### src/hw/fsb_cl_pkg.sv
// shared sizes, window map, response codes and bus/packet types; imported by every block
package fsb_cl_pkg;

  // control bus geometry
  localparam int OCL_DATA_W   = 32;
  localparam int OCL_ADDR_W   = 32;
  localparam int WIN_OFFSET_W = 12;

  // fsb side
  localparam int FSB_WIDTH     = 80;
  localparam int FSB_ID_W      = 4;
  localparam int FSB_NODE_NUM  = 4;
  localparam int NODE_SEL_W    = 2;
  localparam int RX_FIFO_DEPTH = 4;
  localparam int RX_PTR_W      = 2;
  localparam int RX_CNT_W      = 3;

  // word offsets inside a window
  localparam logic [WIN_OFFSET_W-1:0] OFF_W0 = 12'h000;
  localparam logic [WIN_OFFSET_W-1:0] OFF_W1 = 12'h004;
  localparam logic [WIN_OFFSET_W-1:0] OFF_W2 = 12'h008;
  localparam logic [WIN_OFFSET_W-1:0] OFF_W3 = 12'h00C;

  // id registers in the control window
  localparam logic [OCL_DATA_W-1:0] CL_ID0 = 32'hF000_1D0F;
  localparam logic [OCL_DATA_W-1:0] CL_ID1 = 32'h1D51_FEDC;

  // 4 KB windows, picked by address bits 13:12
  typedef enum logic [1:0] {
    WIN_CTRL     = 2'd0,
    WIN_FSB_TX   = 2'd1,
    WIN_FSB_RX   = 2'd2,
    WIN_UNMAPPED = 2'd3
  } ocl_win_e;

  typedef enum logic [1:0] {
    RESP_OKAY   = 2'b00,
    RESP_SLVERR = 2'b10,
    RESP_DECERR = 2'b11
  } axi_resp_e;

  // write address and data share one channel
  typedef struct packed {
    logic [OCL_ADDR_W-1:0] addr;
    logic [OCL_DATA_W-1:0] data;
  } ocl_wr_t;

  typedef struct packed {
    logic [OCL_DATA_W-1:0] data;
    axi_resp_e             resp;
  } ocl_rd_t;

  // request from the bus slave into one fsb window
  typedef struct packed {
    logic                    wr;
    logic [WIN_OFFSET_W-1:0] offset;
    logic [OCL_DATA_W-1:0]   wdata;
  } win_req_t;

  typedef struct packed {
    logic [OCL_DATA_W-1:0] data;
    axi_resp_e             resp;
  } win_rsp_t;

  typedef struct packed {
    logic [FSB_ID_W-1:0]             dest_id;
    logic [FSB_ID_W-1:0]             src_id;
    logic [FSB_WIDTH-2*FSB_ID_W-1:0] payload;
  } fsb_pkt_t;

endpackage

### src/hw/cl_fsb_top.sv
// top of the fsb loopback block; connects the host control bus to the reset, slave and fsb path
`timescale 1ns/1ps

module cl_fsb_top (
  input  logic                              clk,
  input  logic                              pipe_rst_n,
  input  logic                              flr_assert_i,
  output logic                              flr_done_o,
  input  logic                              ocl_wr_valid_i,
  input  fsb_cl_pkg::ocl_wr_t               ocl_wr_i,
  output logic                              ocl_wr_ready_o,
  output logic                              ocl_b_valid_o,
  output fsb_cl_pkg::axi_resp_e             ocl_b_resp_o,
  input  logic                              ocl_b_ready_i,
  input  logic                              ocl_ar_valid_i,
  input  logic [fsb_cl_pkg::OCL_ADDR_W-1:0] ocl_ar_addr_i,
  output logic                              ocl_ar_ready_o,
  output logic                              ocl_r_valid_o,
  output fsb_cl_pkg::ocl_rd_t               ocl_r_o,
  input  logic                              ocl_r_ready_i
);

  import fsb_cl_pkg::*;

  logic                          sync_rst_n;
  logic                          tx_req_valid;
  logic                          rx_req_valid;
  win_req_t                      win_req;
  logic                          tx_rsp_valid;
  win_rsp_t                      tx_rsp;
  logic                          rx_rsp_valid;
  win_rsp_t                      rx_rsp;
  logic [FSB_NODE_NUM-1:0]       node_v;
  logic [FSB_NODE_NUM-1:0]       node_ready;
  fsb_pkt_t                      node_pkt;
  logic [FSB_NODE_NUM-1:0]       ret_v;
  fsb_pkt_t [FSB_NODE_NUM-1:0]   ret_pkt;
  logic [FSB_NODE_NUM-1:0]       ret_yumi;

  // --------------------
  // reset and flr
  cl_reset_sync u_reset_sync (
    .clk         (clk),
    .pipe_rst_n  (pipe_rst_n),
    .flr_assert_i(flr_assert_i),
    .sync_rst_n_o(sync_rst_n),
    .flr_done_o  (flr_done_o)
  );

  // --------------------
  // control bus and window decode
  ocl_slave u_ocl_slave (
    .clk           (clk),
    .rst_n         (sync_rst_n),
    .wr_valid_i    (ocl_wr_valid_i),
    .wr_i          (ocl_wr_i),
    .wr_ready_o    (ocl_wr_ready_o),
    .b_valid_o     (ocl_b_valid_o),
    .b_resp_o      (ocl_b_resp_o),
    .b_ready_i     (ocl_b_ready_i),
    .ar_valid_i    (ocl_ar_valid_i),
    .ar_addr_i     (ocl_ar_addr_i),
    .ar_ready_o    (ocl_ar_ready_o),
    .r_valid_o     (ocl_r_valid_o),
    .r_o           (ocl_r_o),
    .r_ready_i     (ocl_r_ready_i),
    .tx_req_valid_o(tx_req_valid),
    .rx_req_valid_o(rx_req_valid),
    .req_o         (win_req),
    .tx_rsp_valid_i(tx_rsp_valid),
    .tx_rsp_i      (tx_rsp),
    .rx_rsp_valid_i(rx_rsp_valid),
    .rx_rsp_i      (rx_rsp)
  );

  // --------------------
  // fsb path
  fsb_tx_assembler u_tx (
    .clk         (clk),
    .rst_n       (sync_rst_n),
    .req_valid_i (tx_req_valid),
    .req_i       (win_req),
    .rsp_valid_o (tx_rsp_valid),
    .rsp_o       (tx_rsp),
    .node_v_o    (node_v),
    .node_pkt_o  (node_pkt),
    .node_ready_i(node_ready)
  );

  // all nodes see the same packet, node_v picks one
  for (genvar i = 0; i < FSB_NODE_NUM; i++)
  begin : g_node
    fsb_loopback_node u_node (
      .clk    (clk),
      .rst_n  (sync_rst_n),
      .v_i    (node_v[i]),
      .pkt_i  (node_pkt),
      .ready_o(node_ready[i]),
      .v_o    (ret_v[i]),
      .pkt_o  (ret_pkt[i]),
      .yumi_i (ret_yumi[i])
    );
  end

  fsb_rx_collector u_rx (
    .clk        (clk),
    .rst_n      (sync_rst_n),
    .ret_v_i    (ret_v),
    .ret_pkt_i  (ret_pkt),
    .ret_yumi_o (ret_yumi),
    .req_valid_i(rx_req_valid),
    .req_i      (win_req),
    .rsp_valid_o(rx_rsp_valid),
    .rsp_o      (rx_rsp)
  );

endmodule

### src/hw/cl_reset_sync.sv
// internal reset synchronizer and FLR done response; fed by the shell's reset pipe output
`timescale 1ns/1ps

module cl_reset_sync (
  input  logic clk,
  input  logic pipe_rst_n,
  input  logic flr_assert_i,
  output logic sync_rst_n_o,
  output logic flr_done_o
);

  logic pre_sync_rst_n;
  logic flr_assert_q;

  // internal reset lags pipe_rst_n by two edges
  always_ff @(posedge clk)
  begin
    if (!pipe_rst_n)
    begin
      pre_sync_rst_n <= 1'b0;
      sync_rst_n_o   <= 1'b0;
    end
    else
    begin
      pre_sync_rst_n <= 1'b1;
      sync_rst_n_o   <= pre_sync_rst_n;
    end
  end

  // done toggles while the request stays high
  always_ff @(posedge clk)
  begin
    if (!sync_rst_n_o)
    begin
      flr_assert_q <= 1'b0;
      flr_done_o   <= 1'b0;
    end
    else
    begin
      flr_assert_q <= flr_assert_i;
      flr_done_o   <= flr_assert_q && !flr_done_o;
    end
  end

endmodule

### src/hw/fsb_loopback_node.sv
// one-entry fsb test node; echoes each packet back with source and destination swapped
`timescale 1ns/1ps

module fsb_loopback_node (
  input  logic                 clk,
  input  logic                 rst_n,
  input  logic                 v_i,
  input  fsb_cl_pkg::fsb_pkt_t pkt_i,
  output logic                 ready_o,
  output logic                 v_o,
  output fsb_cl_pkg::fsb_pkt_t pkt_o,
  input  logic                 yumi_i
);

  logic full_q;
  logic take;

  assign ready_o = !full_q;
  assign v_o     = full_q;
  assign take    = v_i && ready_o;

  always_ff @(posedge clk)
  begin
    if (!rst_n)
      full_q <= 1'b0;
    else if (take)
      full_q <= 1'b1;
    else if (yumi_i)
      full_q <= 1'b0;
  end

  // swap on capture so the reply is ready next cycle
  always_ff @(posedge clk)
  begin
    if (take)
    begin
      pkt_o.dest_id <= pkt_i.src_id;
      pkt_o.src_id  <= pkt_i.dest_id;
      pkt_o.payload <= pkt_i.payload;
    end
  end

endmodule

### src/hw/fsb_rx_collector.sv
// fsb receive side; round-robin pulls node replies into a FIFO and serves the readback window
`timescale 1ns/1ps

module fsb_rx_collector (
  input  logic                                                    clk,
  input  logic                                                    rst_n,
  input  logic [fsb_cl_pkg::FSB_NODE_NUM-1:0]                     ret_v_i,
  input  fsb_cl_pkg::fsb_pkt_t [fsb_cl_pkg::FSB_NODE_NUM-1:0]     ret_pkt_i,
  output logic [fsb_cl_pkg::FSB_NODE_NUM-1:0]                     ret_yumi_o,
  input  logic                                                    req_valid_i,
  input  fsb_cl_pkg::win_req_t                                    req_i,
  output logic                                                    rsp_valid_o,
  output fsb_cl_pkg::win_rsp_t                                    rsp_o
);

  import fsb_cl_pkg::*;

  fsb_pkt_t              fifo_mem [RX_FIFO_DEPTH];
  logic [RX_PTR_W-1:0]   wr_ptr_q;
  logic [RX_PTR_W-1:0]   rd_ptr_q;
  logic [RX_CNT_W-1:0]   count_q;
  logic [NODE_SEL_W-1:0] last_q;
  logic [NODE_SEL_W-1:0] pick;
  logic                  pick_v;
  logic                  push;
  logic                  pop;
  logic                  empty;
  fsb_pkt_t              head;
  win_rsp_t              rsp_d;

  // search from the node after the last winner; the lowest step wins
  always_comb
  begin
    logic [NODE_SEL_W-1:0] idx;
    pick   = last_q;
    pick_v = 1'b0;
    for (int k = FSB_NODE_NUM; k > 0; k--)
    begin
      idx = NODE_SEL_W'(int'(last_q) + k);
      if (ret_v_i[idx])
      begin
        pick   = idx;
        pick_v = 1'b1;
      end
    end
  end

  assign push  = pick_v && (count_q != RX_FIFO_DEPTH);
  assign empty = (count_q == 0);
  assign head  = fifo_mem[rd_ptr_q];
  assign pop   = req_valid_i && !req_i.wr && (req_i.offset == OFF_W3) && !empty;

  always_comb
  begin
    for (int i = 0; i < FSB_NODE_NUM; i++)
      ret_yumi_o[i] = push && (pick == NODE_SEL_W'(i));
  end

  // readback words; packet words need a non-empty FIFO
  always_comb
  begin
    rsp_d.data = '0;
    rsp_d.resp = RESP_SLVERR;
    if (!req_i.wr)
    begin
      case (req_i.offset)
        OFF_W0: rsp_d = '{data: {{(OCL_DATA_W-RX_CNT_W){1'b0}}, count_q}, resp: RESP_OKAY};
        OFF_W1: if (!empty) rsp_d = '{data: head.payload[31:0], resp: RESP_OKAY};
        OFF_W2: if (!empty) rsp_d = '{data: head.payload[63:32], resp: RESP_OKAY};
        OFF_W3:
        begin
          if (!empty)
            rsp_d = '{data: {16'h0, head.dest_id, head.src_id, head.payload[71:64]},
                      resp: RESP_OKAY};
        end
        default: ;
      endcase
    end
  end

  always_ff @(posedge clk)
  begin
    if (!rst_n)
    begin
      wr_ptr_q    <= '0;
      rd_ptr_q    <= '0;
      count_q     <= '0;
      last_q      <= '0;
      rsp_valid_o <= 1'b0;
    end
    else
    begin
      rsp_valid_o <= req_valid_i;
      if (push)
      begin
        wr_ptr_q <= wr_ptr_q + 1'b1;
        last_q   <= pick;
      end
      if (pop)
        rd_ptr_q <= rd_ptr_q + 1'b1;
      case ({push, pop})
        2'b10: count_q <= count_q + 1'b1;
        2'b01: count_q <= count_q - 1'b1;
        default: ;
      endcase
    end
  end

  always_ff @(posedge clk)
  begin
    if (push)
      fifo_mem[wr_ptr_q] <= ret_pkt_i[pick];
    if (req_valid_i)
      rsp_o <= rsp_d;
  end

endmodule

### src/hw/fsb_tx_assembler.sv
// fsb transmit window; builds an 80-bit packet from three writes and hands it to a node
`timescale 1ns/1ps

module fsb_tx_assembler (
  input  logic                                clk,
  input  logic                                rst_n,
  input  logic                                req_valid_i,
  input  fsb_cl_pkg::win_req_t                req_i,
  output logic                                rsp_valid_o,
  output fsb_cl_pkg::win_rsp_t                rsp_o,
  output logic [fsb_cl_pkg::FSB_NODE_NUM-1:0] node_v_o,
  output fsb_cl_pkg::fsb_pkt_t                node_pkt_o,
  input  logic [fsb_cl_pkg::FSB_NODE_NUM-1:0] node_ready_i
);

  import fsb_cl_pkg::*;

  typedef enum logic {
    TX_IDLE,
    TX_SEND
  } tx_state_e;

  tx_state_e             state_q;
  axi_resp_e             resp_q;
  logic [NODE_SEL_W-1:0] dest_sel;
  logic                  launch_ok;
  logic                  word_wr;
  logic                  node_fire;

  // launch word is {dest, src, payload[71:64]}
  assign launch_ok = req_i.wr && (req_i.offset == OFF_W2) && (req_i.wdata[15:12] < FSB_NODE_NUM);
  assign word_wr   = req_i.wr && (req_i.offset == OFF_W0 || req_i.offset == OFF_W1);
  assign dest_sel  = node_pkt_o.dest_id[NODE_SEL_W-1:0];
  assign node_fire = (state_q == TX_SEND) && node_ready_i[dest_sel];

  always_comb
  begin
    for (int i = 0; i < FSB_NODE_NUM; i++)
      node_v_o[i] = (state_q == TX_SEND) && (dest_sel == NODE_SEL_W'(i));
  end

  always_ff @(posedge clk)
  begin
    if (!rst_n)
    begin
      state_q     <= TX_IDLE;
      rsp_valid_o <= 1'b0;
    end
    else
    begin
      rsp_valid_o <= 1'b0;
      if (state_q == TX_SEND)
      begin
        if (node_fire)
        begin
          state_q     <= TX_IDLE;
          rsp_valid_o <= 1'b1;
        end
      end
      else if (req_valid_i)
      begin
        // errors and word stores answer at once
        if (launch_ok)
          state_q <= TX_SEND;
        else
          rsp_valid_o <= 1'b1;
      end
    end
  end

  // packet words held until the next launch
  always_ff @(posedge clk)
  begin
    if (req_valid_i)
    begin
      resp_q <= (word_wr || launch_ok) ? RESP_OKAY : RESP_SLVERR;
      if (req_i.wr)
      begin
        case (req_i.offset)
          OFF_W0: node_pkt_o.payload[31:0] <= req_i.wdata;
          OFF_W1: node_pkt_o.payload[63:32] <= req_i.wdata;
          OFF_W2:
          begin
            node_pkt_o.payload[71:64] <= req_i.wdata[7:0];
            node_pkt_o.src_id         <= req_i.wdata[11:8];
            node_pkt_o.dest_id        <= req_i.wdata[15:12];
          end
          default: ;
        endcase
      end
    end
  end

  assign rsp_o = '{data: '0, resp: resp_q};

endmodule

### src/hw/ocl_slave.sv
// control bus slave; decodes the 4 KB windows, serves ctrl and unmapped, forwards fsb windows
`timescale 1ns/1ps

module ocl_slave (
  input  logic                              clk,
  input  logic                              rst_n,
  input  logic                              wr_valid_i,
  input  fsb_cl_pkg::ocl_wr_t               wr_i,
  output logic                              wr_ready_o,
  output logic                              b_valid_o,
  output fsb_cl_pkg::axi_resp_e             b_resp_o,
  input  logic                              b_ready_i,
  input  logic                              ar_valid_i,
  input  logic [fsb_cl_pkg::OCL_ADDR_W-1:0] ar_addr_i,
  output logic                              ar_ready_o,
  output logic                              r_valid_o,
  output fsb_cl_pkg::ocl_rd_t               r_o,
  input  logic                              r_ready_i,
  output logic                              tx_req_valid_o,
  output logic                              rx_req_valid_o,
  output fsb_cl_pkg::win_req_t              req_o,
  input  logic                              tx_rsp_valid_i,
  input  fsb_cl_pkg::win_rsp_t              tx_rsp_i,
  input  logic                              rx_rsp_valid_i,
  input  fsb_cl_pkg::win_rsp_t              rx_rsp_i
);

  import fsb_cl_pkg::*;

  typedef enum logic [1:0] {
    IDLE,
    LOCAL,
    WAIT_WIN,
    RESPOND
  } state_e;

  state_e                state_q;
  logic                  idle_rdy_q;
  ocl_win_e              win_q;
  logic [OCL_DATA_W-1:0] scratch_q;
  win_rsp_t              rsp_q;
  win_rsp_t              local_rsp;
  logic                  wr_fire;
  logic                  rd_fire;
  logic [OCL_ADDR_W-1:0] acc_addr;
  ocl_win_e              acc_win;

  // --------------------
  // accept side, write wins a tie
  assign wr_ready_o = idle_rdy_q;
  assign ar_ready_o = idle_rdy_q && !wr_valid_i;
  assign wr_fire    = wr_valid_i && wr_ready_o;
  assign rd_fire    = ar_valid_i && ar_ready_o;
  assign acc_addr   = wr_fire ? wr_i.addr : ar_addr_i;
  assign acc_win    = ocl_win_e'(acc_addr[WIN_OFFSET_W+1:WIN_OFFSET_W]);

  always_ff @(posedge clk)
  begin
    if (!rst_n)
    begin
      state_q        <= IDLE;
      idle_rdy_q     <= 1'b0;
      tx_req_valid_o <= 1'b0;
      rx_req_valid_o <= 1'b0;
      scratch_q      <= '0;
    end
    else
    begin
      tx_req_valid_o <= 1'b0;
      rx_req_valid_o <= 1'b0;
      case (state_q)
        IDLE:
        begin
          if (wr_fire || rd_fire)
          begin
            idle_rdy_q     <= 1'b0;
            tx_req_valid_o <= (acc_win == WIN_FSB_TX);
            rx_req_valid_o <= (acc_win == WIN_FSB_RX);
            if (acc_win == WIN_FSB_TX || acc_win == WIN_FSB_RX)
              state_q <= WAIT_WIN;
            else
              state_q <= LOCAL;
          end
          else
          begin
            idle_rdy_q <= 1'b1;
          end
        end
        LOCAL:
        begin
          state_q <= RESPOND;
          if (req_o.wr && win_q == WIN_CTRL && req_o.offset == OFF_W2)
            scratch_q <= req_o.wdata;
        end
        WAIT_WIN:
        begin
          if (tx_rsp_valid_i || rx_rsp_valid_i)
            state_q <= RESPOND;
        end
        default:
        begin
          // held until the host takes it
          if (req_o.wr ? b_ready_i : r_ready_i)
          begin
            state_q    <= IDLE;
            idle_rdy_q <= 1'b1;
          end
        end
      endcase
    end
  end

  // --------------------
  // request and response payload
  always_ff @(posedge clk)
  begin
    if (wr_fire || rd_fire)
    begin
      win_q        <= acc_win;
      req_o.wr     <= wr_fire;
      req_o.offset <= acc_addr[WIN_OFFSET_W-1:0];
      req_o.wdata  <= wr_i.data;
    end
    if (state_q == LOCAL)
      rsp_q <= local_rsp;
    else if (tx_rsp_valid_i)
      rsp_q <= tx_rsp_i;
    else if (rx_rsp_valid_i)
      rsp_q <= rx_rsp_i;
  end

  // ctrl registers and unmapped space
  always_comb
  begin
    local_rsp.data = '0;
    local_rsp.resp = RESP_SLVERR;
    if (win_q == WIN_UNMAPPED)
      local_rsp.resp = RESP_DECERR;
    else if (req_o.wr)
    begin
      if (req_o.offset == OFF_W2)
        local_rsp.resp = RESP_OKAY;
    end
    else
    begin
      case (req_o.offset)
        OFF_W0: local_rsp = '{data: CL_ID0, resp: RESP_OKAY};
        OFF_W1: local_rsp = '{data: CL_ID1, resp: RESP_OKAY};
        OFF_W2: local_rsp = '{data: scratch_q, resp: RESP_OKAY};
        default: ;
      endcase
    end
  end

  assign b_valid_o = (state_q == RESPOND) && req_o.wr;
  assign b_resp_o  = rsp_q.resp;
  assign r_valid_o = (state_q == RESPOND) && !req_o.wr;
  assign r_o       = '{data: rsp_q.data, resp: rsp_q.resp};

endmodule

### config.mk
export PLATFORM = sky130hd
export DESIGN_NAME = cl_fsb_top
export DESIGN_NICKNAME = d
export VERILOG_FILES = /design/src/hw/fsb_cl_pkg.sv /design/src/hw/cl_fsb_top.sv /design/src/hw/cl_reset_sync.sv /design/src/hw/fsb_loopback_node.sv /design/src/hw/fsb_rx_collector.sv /design/src/hw/fsb_tx_assembler.sv /design/src/hw/ocl_slave.sv
export SDC_FILE = /design/constraint.sdc
export NUM_CORES = 1
export LEC_CHECK = 0
export BUFFER_PORTS_ARGS = -buffer_cell sky130_fd_sc_hd__buf_2
export CORE_MARGIN = 4
export CORE_UTILIZATION = 45
export CTS_CLUSTER_DIAMETER = 120
export DETAILED_ROUTE_END_ITERATION = 10
export SLEW_MARGIN = 20
export SYNTH_ARGS = -nofsm -noshare
export SYNTH_HDL_FRONTEND = slang
export SYNTH_SLANG_ARGS = --single-unit
### constraint.sdc
create_clock -name clk -period 28.4 [get_ports clk]
set_input_delay 2.84 -clock clk [delete_from_list [all_inputs] [get_ports clk]]
set_output_delay 2.84 -clock clk [all_outputs]
set_load 0.01 [all_outputs]
==> metrics.md, run 1 <==
| Metric | Value |
|---|---|
| Run status | complete, no violations |
| Chip height | 280 um |
| First-pass DRT Iterations | 5 |
| TritonCTS clock tree | built |
| CTS resizes | 0 |
| Pwr/cell area | just under 70 nW/um^2 |
| Placer Congestion | ~0.74 |
| Data arrival time of the critical path | 3.19 ns |
| Number of flops mapped to enable cells by yosys | approximately 840 |
| Worst hold path type | flip-flop to flip-flop |
| Count of distinct cell types in the synthesized netlist | 57 |
| Start point of the worst min-delay path | u_reset_sync.flr_done_o |
| Placement-stage cell area | 35000 um^2 |
| Root Buffer | sky130_fd_sc_hd__clkbuf_16 |
| Clock insertion delay at the later pin of the skew report | roughly 0.63 ns |
| Sequential cell area fraction in the yosys report | slightly below 80% |
| Number of buffers inserted by hold repair at cts | 0 |
| Fraction of synthesized cell area taken by the top area cell type | about three quarters |
| Number of global-route vias before repair | around 17k |
| I/O pin total | 144 |
| Final #Nets | ~1.9k |
| Deepest level of the CTS H-tree | 3 |
| Final period util | a little over a fifth |
| Average detailed-routed wire length per instance | ~26 um |
| Number of sinks handled by clock tree synthesis | 894 |
| CORE AREA | 73300 um^2 |
| Area Growth Syn to Fin | 13.8% |
| Post-route cell area | between 30000 and 40000 um^2 |
| Global routing usage summed across all routing layers | 18.7% |
| Worst setup EP type | primary output |
| Reg2reg end | u_tx.node_pkt_o[52] |
| Commonest register cell after synthesis | sky130_fd_sc_hd__edfxtp_1 |
| Register cell area after layout | 26300 um^2 |
| Hold violation total from the final report | 0 |
| Num CTS Buffers | 90 |
| Post-CTS repair timing setup buffer count | 0 |
| HPWL after detailed placement | between 30 and 40 mm |
| Via count | roughly 16k |
| Setup skew after layout | between 0.02 and 0.025 ns |
| Count of routing violations after the opening detailed-route iteration | between 1k and 1.5k |
| Final sum of negative setup slack | 0 ns |
| Highest Clock Rate | 166 MHz |
| First-pass GRT wire length | about 110 mm |
| Post-Synthesis Cells | 1620 |
| Total Die Area | 78700 um^2 |
| Shortest period the worst path allows | approximately 6.0 ns |
| Depth of the worst register-to-register path | 6 |
| Reg2Reg Setup Slack | ~25 ns |
| Antenna Violating Nets Remaining | 0 |
| Avg Synthesized Cell Area | ~21 um^2 |
| Cell Rows | 99 |
| Area taken by multi-input logic gates | approximately 6700 um^2 |
| Buffer depth of the longest clock path | 3 |
| Diode insertion count for antenna repair | 0 |
| Req. time, crit path | around 26 ns |
| Final setup viols | 0 |
| Critical path class | primary input to primary output |
| Relative slew slack | 26.6% |
| Antenna violations before repair | 0 |
| Pin count of the biggest net entering global routing | 65 |
| #FFs+latches synth | between 800 and 900 |
| Top post-synthesis cells by area | sky130_fd_sc_hd__edfxtp_1 (75%), sky130_fd_sc_hd__mux4_2 (11%), sky130_fd_sc_hd__dfxtp_1 (3.5%) |
| WHS | 0.411 ns |
| Fillcell total | just under 6k |
| Net Count, Synth | between 1.5k and 2k |
| Transition time of the tightest slew-check pin | between 1 and 1.5 ns |
| Clock Pin Slew Worst Setup and Hold Paths | 0.05 ns |
| Syn Std Cell Area | approximately 33000 um^2 |
| Port bufs | about 110 |
| Reported max-cap violation count | 0 |
| Largest voltage drop on the vdd net | roughly 0.043 mV |
| Startpoint types | primary input |
| Synth area leader | sky130_fd_sc_hd__edfxtp_1 |
| Unrepaired setup endpoints after global routing | false |
| Leftover overflow at the end of global routing | 0 |
| Starting Density | approximately 46% |
| Number of synthesis warnings | 0 |
| Leakage power total | between 0.01 and 0.015 uW |
| Async S/R FF share, synth | 0% |
| Final Max Slew Viols | 0 |
| Count of unresolved DRC violations after routing | 0 |
| Hold endpoint | u_reset_sync.flr_done_o |
| Share of cells above drive strength 1 | 27.1% |
| Die W | about 280 um |
| Routed vias/inst | approximately 5.8 |
| CP max FO | 3 |
| Hold path cells | 1 |
| R2R Path Start | u_ocl_slave.req_o[35] |
| Routed WL | 73.0 mm |
[flip-flops by register name (all words and copies together), names as in the netlist, 2 cells and up, named ones only]
signal,flops
g_node.u_node.pkt_o,320
g_node.u_node.v_o,4
u_ocl_slave.b_resp_o,2
u_ocl_slave.r_o,32
u_ocl_slave.req_o,45
u_ocl_slave.scratch_q,32
u_ocl_slave.state_q,2
u_ocl_slave.win_q,2
u_rx.count_q,3
u_rx.fifo_mem,320
u_rx.last_q,2
u_rx.rd_ptr_q,2
u_rx.rsp_o,33
u_rx.wr_ptr_q,2
u_tx.node_pkt_o,80
[cells in the mapped netlist, drive strengths merged, types with 3 or more instances]
cell and count:
edfxtp 835, mux4 160, o21ai 67, dfxtp 59, a21oi 57, buf 54
nand2 45, nand3 37, nor3b 35, clkbuf 34, nor2 34, mux2 25
inv 18, o21a 18, a21o 13, nand3b 13, ha 12, nor2b 12
mux2i 11, and2 9, nor3 8, a22o 7, nand2b 6, nor4 6
a211oi 5, a31oi 4, nand4 4, or3 4, or4 4, or2 3
[power by group]
| group | switching, uW | internal [uW] | total (uW) |
|---|---|---|---|
| Sequential | 7.09 | 1430 | 1440 |
| Combinational | 23.5 | 12.7 | 36.2 |
| Clock | 479 | 687 | 1170 |
[how the worst max path moves through the flow]
stage | startpoint | endpoint | slack, ns | cells after the start
2_1_floorplan | u_tx.node_pkt_o[76] | g_node[0].u_node.v_o | 18.77 | 3
3_3_place_gp | ocl_wr_valid_i | ocl_ar_ready_o | 22.35 | 3
3_5_place_dp | ocl_wr_valid_i | ocl_ar_ready_o | 22.37 | 3
4_1_cts | ocl_wr_valid_i | ocl_ar_ready_o | 22.36 | 3
5_1_grt | ocl_wr_valid_i | ocl_ar_ready_o | 22.31 | 3
6_report | ocl_wr_valid_i | ocl_ar_ready_o | 22.37 | 3
[per-stage QoR]
step / worst slack, ns / power (uW) / instances / utilization, %
final: 22.37 / 2640 / 2806 / 51.8
after global routing: 22.31 / 2720 / 2806 / 51.8
after CTS: 22.36 / 2660 / 2805 / 51.8
after detailed placement: 22.37 / 1500 / 2638 / 47.8
after global placement: 22.35 / 1500 / 2638 / 47.8
after floorplan: 18.77 / 1480 / 1620 / -
[cells in the final DEF, fill, tap and decap left out, types with 6 or more instances in the layout]
| master | instances |
|---|---|
| sky130_fd_sc_hd__nand2_1 | 45 |
| sky130_fd_sc_hd__mux2_2 | 25 |
| sky130_fd_sc_hd__a21oi_1 | 57 |
| sky130_fd_sc_hd__a22o_1 | 7 |
| sky130_fd_sc_hd__nor2_1 | 30 |
| sky130_fd_sc_hd__o21ai_0 | 56 |
| sky130_fd_sc_hd__ha_1 | 12 |
| sky130_fd_sc_hd__clkinv_2 | 17 |
| sky130_fd_sc_hd__dfxtp_1 | 56 |
| sky130_fd_sc_hd__clkinv_1 | 20 |
| sky130_fd_sc_hd__bufinv_16 | 8 |
| sky130_fd_sc_hd__edfxtp_1 | 835 |
| sky130_fd_sc_hd__nand3b_1 | 13 |
| sky130_fd_sc_hd__o21ai_1 | 11 |
| sky130_fd_sc_hd__mux4_2 | 160 |
| sky130_fd_sc_hd__nor3_1 | 6 |
| sky130_fd_sc_hd__o21a_1 | 18 |
| sky130_fd_sc_hd__buf_4 | 37 |
| sky130_fd_sc_hd__nand3_1 | 37 |
| sky130_fd_sc_hd__buf_2 | 107 |
| sky130_fd_sc_hd__clkbuf_16 | 93 |
| sky130_fd_sc_hd__nor2b_1 | 12 |
| sky130_fd_sc_hd__a21o_1 | 12 |
| sky130_fd_sc_hd__clkbuf_8 | 6 |
| sky130_fd_sc_hd__clkbuf_1 | 15 |
| sky130_fd_sc_hd__inv_1 | 16 |
| sky130_fd_sc_hd__nor3b_1 | 34 |
| sky130_fd_sc_hd__mux2i_1 | 11 |
[kinds of logic after synthesis]
| logic type | Yosys count | synth area share [%] |
|---|---|---|
| fa+ha+maj | 13 | 0.509 |
| flops | 894 | 78.6 |
| simple gates | 224 | 3.83 |
| xor+xnor | 3 | 0.0787 |
| buf+inv | 106 | 1.73 |
| compound gates | 184 | 3.32 |
| mux | 196 | 12.0 |
[worst max-delay path: stages]
cell and delay (ns):
sky130_fd_sc_hd__buf_2 0.12, sky130_fd_sc_hd__nor2b_1 0.09, sky130_fd_sc_hd__buf_2 0.13
[metal layers]
layer  track usage [%]  up-vias  routed length (um)  part of all wire (%)
met5                 0        -                   0                     0
met4              5.17        0                1770                   2.4
met3              3.80      107                5200                   7.1
met2              31.0      589               35700                    49
met1              25.6     8552               30300                    42
li1                  -     6887                   -                     -
[layout make-up]
type,count,area share [%]
Clock buffer,114,6.49
Timing Repair Buffer,148,2.30
Tap cell,959,3.16
Multi-Input combinational cell,620,17.5
Inverter,18,0.178
Clock inverter,53,1.25
Sequential cell,894,69.1
Power figures use the tool's default switching activity.
==> inputs of run 2 (changes only) <==
==> constraint.sdc (replaced) <==
create_clock -name clk -period 5 [get_ports clk]
set_input_delay 0.5 -clock clk [delete_from_list [all_inputs] [get_ports clk]]
set_output_delay 0.5 -clock clk [all_outputs]
set_load 0.01 [all_outputs]
==> metrics.md, run 2 (synthesis gave the netlist of run 1 again) <==
| Metric | Value |
|---|---|
| I/O pin total | roughly 140 |
| Critical path class | flip-flop to flip-flop |
| Largest registers ranked by flip-flop count | g_node.u_node.pkt_o: 320 flops, u_rx.fifo_mem: 320 flops, u_tx.node_pkt_o: 80 flops |
| Count of routing violations after the opening detailed-route iteration | about 1.4k |
| TritonCTS clock tree | built |
| CP max FO | 24 |
| First-pass DRT Iterations | 5 |
| Worst hold path type | primary input to flip-flop |
| Hold path cells | 1 |
| Placer Congestion | approximately 0.76 |
| Final Max Slew Viols | 0 |
| Leftover overflow at the end of global routing | 0 |
| Hold endpoint | u_ocl_slave.req_o[30] |
| Commonest non-fill, non-tap cell in the layout | sky130_fd_sc_hd__edfxtp_1 |
| Start point of the worst min-delay path | ocl_wr_i[30] |
| Average detailed-routed wire length per instance | 25.5 um |
| Deepest level of the CTS H-tree | 3 |
| Run status | complete, no violations |
| Number of sinks handled by clock tree synthesis | a little under 900 |
| Final setup viols | 0 |
| Commonest cells after routing, fill and taps aside | sky130_fd_sc_hd__edfxtp_1 (835), sky130_fd_sc_hd__mux4_2 (160), sky130_fd_sc_hd__buf_2 (107) |
| Finished Layout Cells | 2812 |
| Data arrival time of the critical path | approximately 3.7 ns |
| Req. time, crit path | 5.25 ns |
| Cell with the largest stage delay on the worst path | sky130_fd_sc_hd__or4_1 |
| Pin count of the biggest net entering global routing | slightly above 80 |
| R2R Path Start | u_ocl_slave.req_o[41] |
| Routed vias/inst | around 5.6 |
| WHS | 0.0516 ns |
| Port bufs | between 100 and 150 |
| Share of cells above drive strength 1 | between 20% and 30% |
| Antenna Violating Nets Remaining | 0 |
| Clock Pin Slew Worst Setup and Hold Paths | around 0.060 ns |
| Setup skew after layout | approximately 0.026 ns |
| Leakage power total | around 0.012 uW |
| HPWL after detailed placement | between 40 and 50 mm |
| Highest Clock Rate | slightly below 300 MHz |
| Largest voltage drop on the vdd net | roughly 0.27 mV |
| Startpoint types | flip-flop |
| Cell Rows | ~100 |
| Fillcell total | ~6k |
| Shortest period the worst path allows | ~3.4 ns |
| Final period util | just under 70% |
| Starting Density | 45.6% |
| Antenna violations before repair | 2 |
| Diode insertion count for antenna repair | 0 |
| Num CTS Buffers | between 80 and 90 |
| Final #Nets | between 1.5k and 2k |
| Reported max-cap violation count | 0 |
| CP bufs+invs | 1 |
| Depth of the worst register-to-register path | 5 |
| Total Die Area | 78700 um^2 |
| Pwr/cell area | a little under 400 nW/um^2 |
| Crit path cell chain | or4_1 > nor3_4 > nand3_1 > nor2_4 > buf_4 |
| Die W | roughly 280 um |
| Routed WL | 71.6 mm |
| Global routing usage summed across all routing layers | between 10% and 20% |
| Root Buffer | sky130_fd_sc_hd__clkbuf_16 |
| Stage delay of the slowest cell on the critical path | 0.74 ns |
| Hold violation total from the final report | 0 |
| Relative slew slack | a little over a third |
| CTS resizes | 0 |
| Reg2Reg Setup Slack | approximately 1.6 ns |
| CORE AREA | around 73000 um^2 |
| First-pass GRT wire length | 106 mm |
| Unrepaired setup endpoints after global routing | false |
| Gate family responsible for the most delay along the worst path | simple AND/OR/NAND/NOR gates |
| Number of placed cells counting well taps | 2648 |
| Worst setup EP type | flip-flop |
| Clock insertion delay at the later pin of the skew report | 0.63 ns |
| Area Growth Syn to Fin | 14.3% |
| Count of unresolved DRC violations after routing | 0 |
| Buffer depth of the longest clock path | 3 |
| Via count | approximately 16k |
| Number of global-route vias before repair | approximately 16k |
| Reg2reg end | u_tx.node_pkt_o[13] |
| Transition time of the tightest slew-check pin | approximately 0.96 ns |
| Chip height | 280 um |
==> run 2: worst reg2reg max path: cells and delay by family (launching register included) <==
| family | cells | cell delay, ns |
|---|---|---|
| buffers and inverters | 1 | 0.55 |
| DFF | 1 | 0.39 |
| and+or+nand+nor | 4 | 2.11 |
==> run 2: stage by stage <==
step / worst slack [ns] / setup TNS (ns) / utilization [%] / cell area [um^2] / total power (uW)
2_1_floorplan: -0.823 / -101.43 / - / 33400 / 8400
5_1_grt: 1.42 / 0 / 52.1 / 38200 / 15600
3_5_place_dp: 1.56 / 0 / 48.0 / 35200 / 8520
6_report: 1.57 / 0 / 52.1 / 38200 / 15100
3_3_place_gp: 1.57 / 0 / 48.0 / 35200 / 8520
4_1_cts: 1.55 / 0 / 52.1 / 38200 / 15300
==> run 2: how the worst max path moves through the flow <==
stage          cells past startpoint  slack, ns             startpoint              endpoint
2_1_floorplan                      3      -0.82    u_tx.node_pkt_o[76]  g_node[2].u_node.v_o
3_3_place_gp                       5       1.57  u_ocl_slave.req_o[41]   u_tx.node_pkt_o[12]
3_5_place_dp                       5       1.56  u_ocl_slave.req_o[41]   u_tx.node_pkt_o[11]
4_1_cts                            5       1.55  u_ocl_slave.req_o[41]    u_tx.node_pkt_o[5]
5_1_grt                            5       1.42  u_ocl_slave.req_o[41]    u_tx.node_pkt_o[5]
6_report                           5       1.57  u_ocl_slave.req_o[41]   u_tx.node_pkt_o[13]
==> run 2: metal layers <==
| metal | vias to the layer above | global-route usage, % | wire length, um |
|---|---|---|---|
| met5 | - | 0 | 0 |
| met1 | 8298 | 25.5 | 30300 |
| li1 | 6910 | - | - |
| met3 | 106 | 3.02 | 4440 |
| met4 | 0 | 5.03 | 1430 |
| met2 | 518 | 30.7 | 35500 |
==> run 2: timing repair <==
| action | 4_1_cts | 5_1_grt |
|---|---|---|
| hold buffers | 1 | 0 |
| endpoints found under the setup margin | 0 | 0 |
| setup buffers | 0 | 0 |
| endpoints found under the hold margin | 1 | 0 |
==> run 2: report_power, final <==
group / leakage [uW] / switching (uW) / internal (uW)
Sequential: 0.00796 / 44.3 / 8120
Combinational: 0.00267 / 127 / 72.8
Clock: 0.00146 / 2670 / 4100
Total: 0.0121 / 2840 / 12300
==> run 2: area by class of cell <==
cell class | count | area [um^2] | area share [%]
inverters | 18 | 67.6 | 0.177
multi-input cells | 620 | 6680 | 17.5
clock inverters | 46 | 548 | 1.43
repair buffers | 158 | 995 | 2.60
well taps | 959 | 1200 | 3.14
flip-flops and latches | 894 | 26300 | 68.8
clock buffers | 117 | 2440 | 6.38
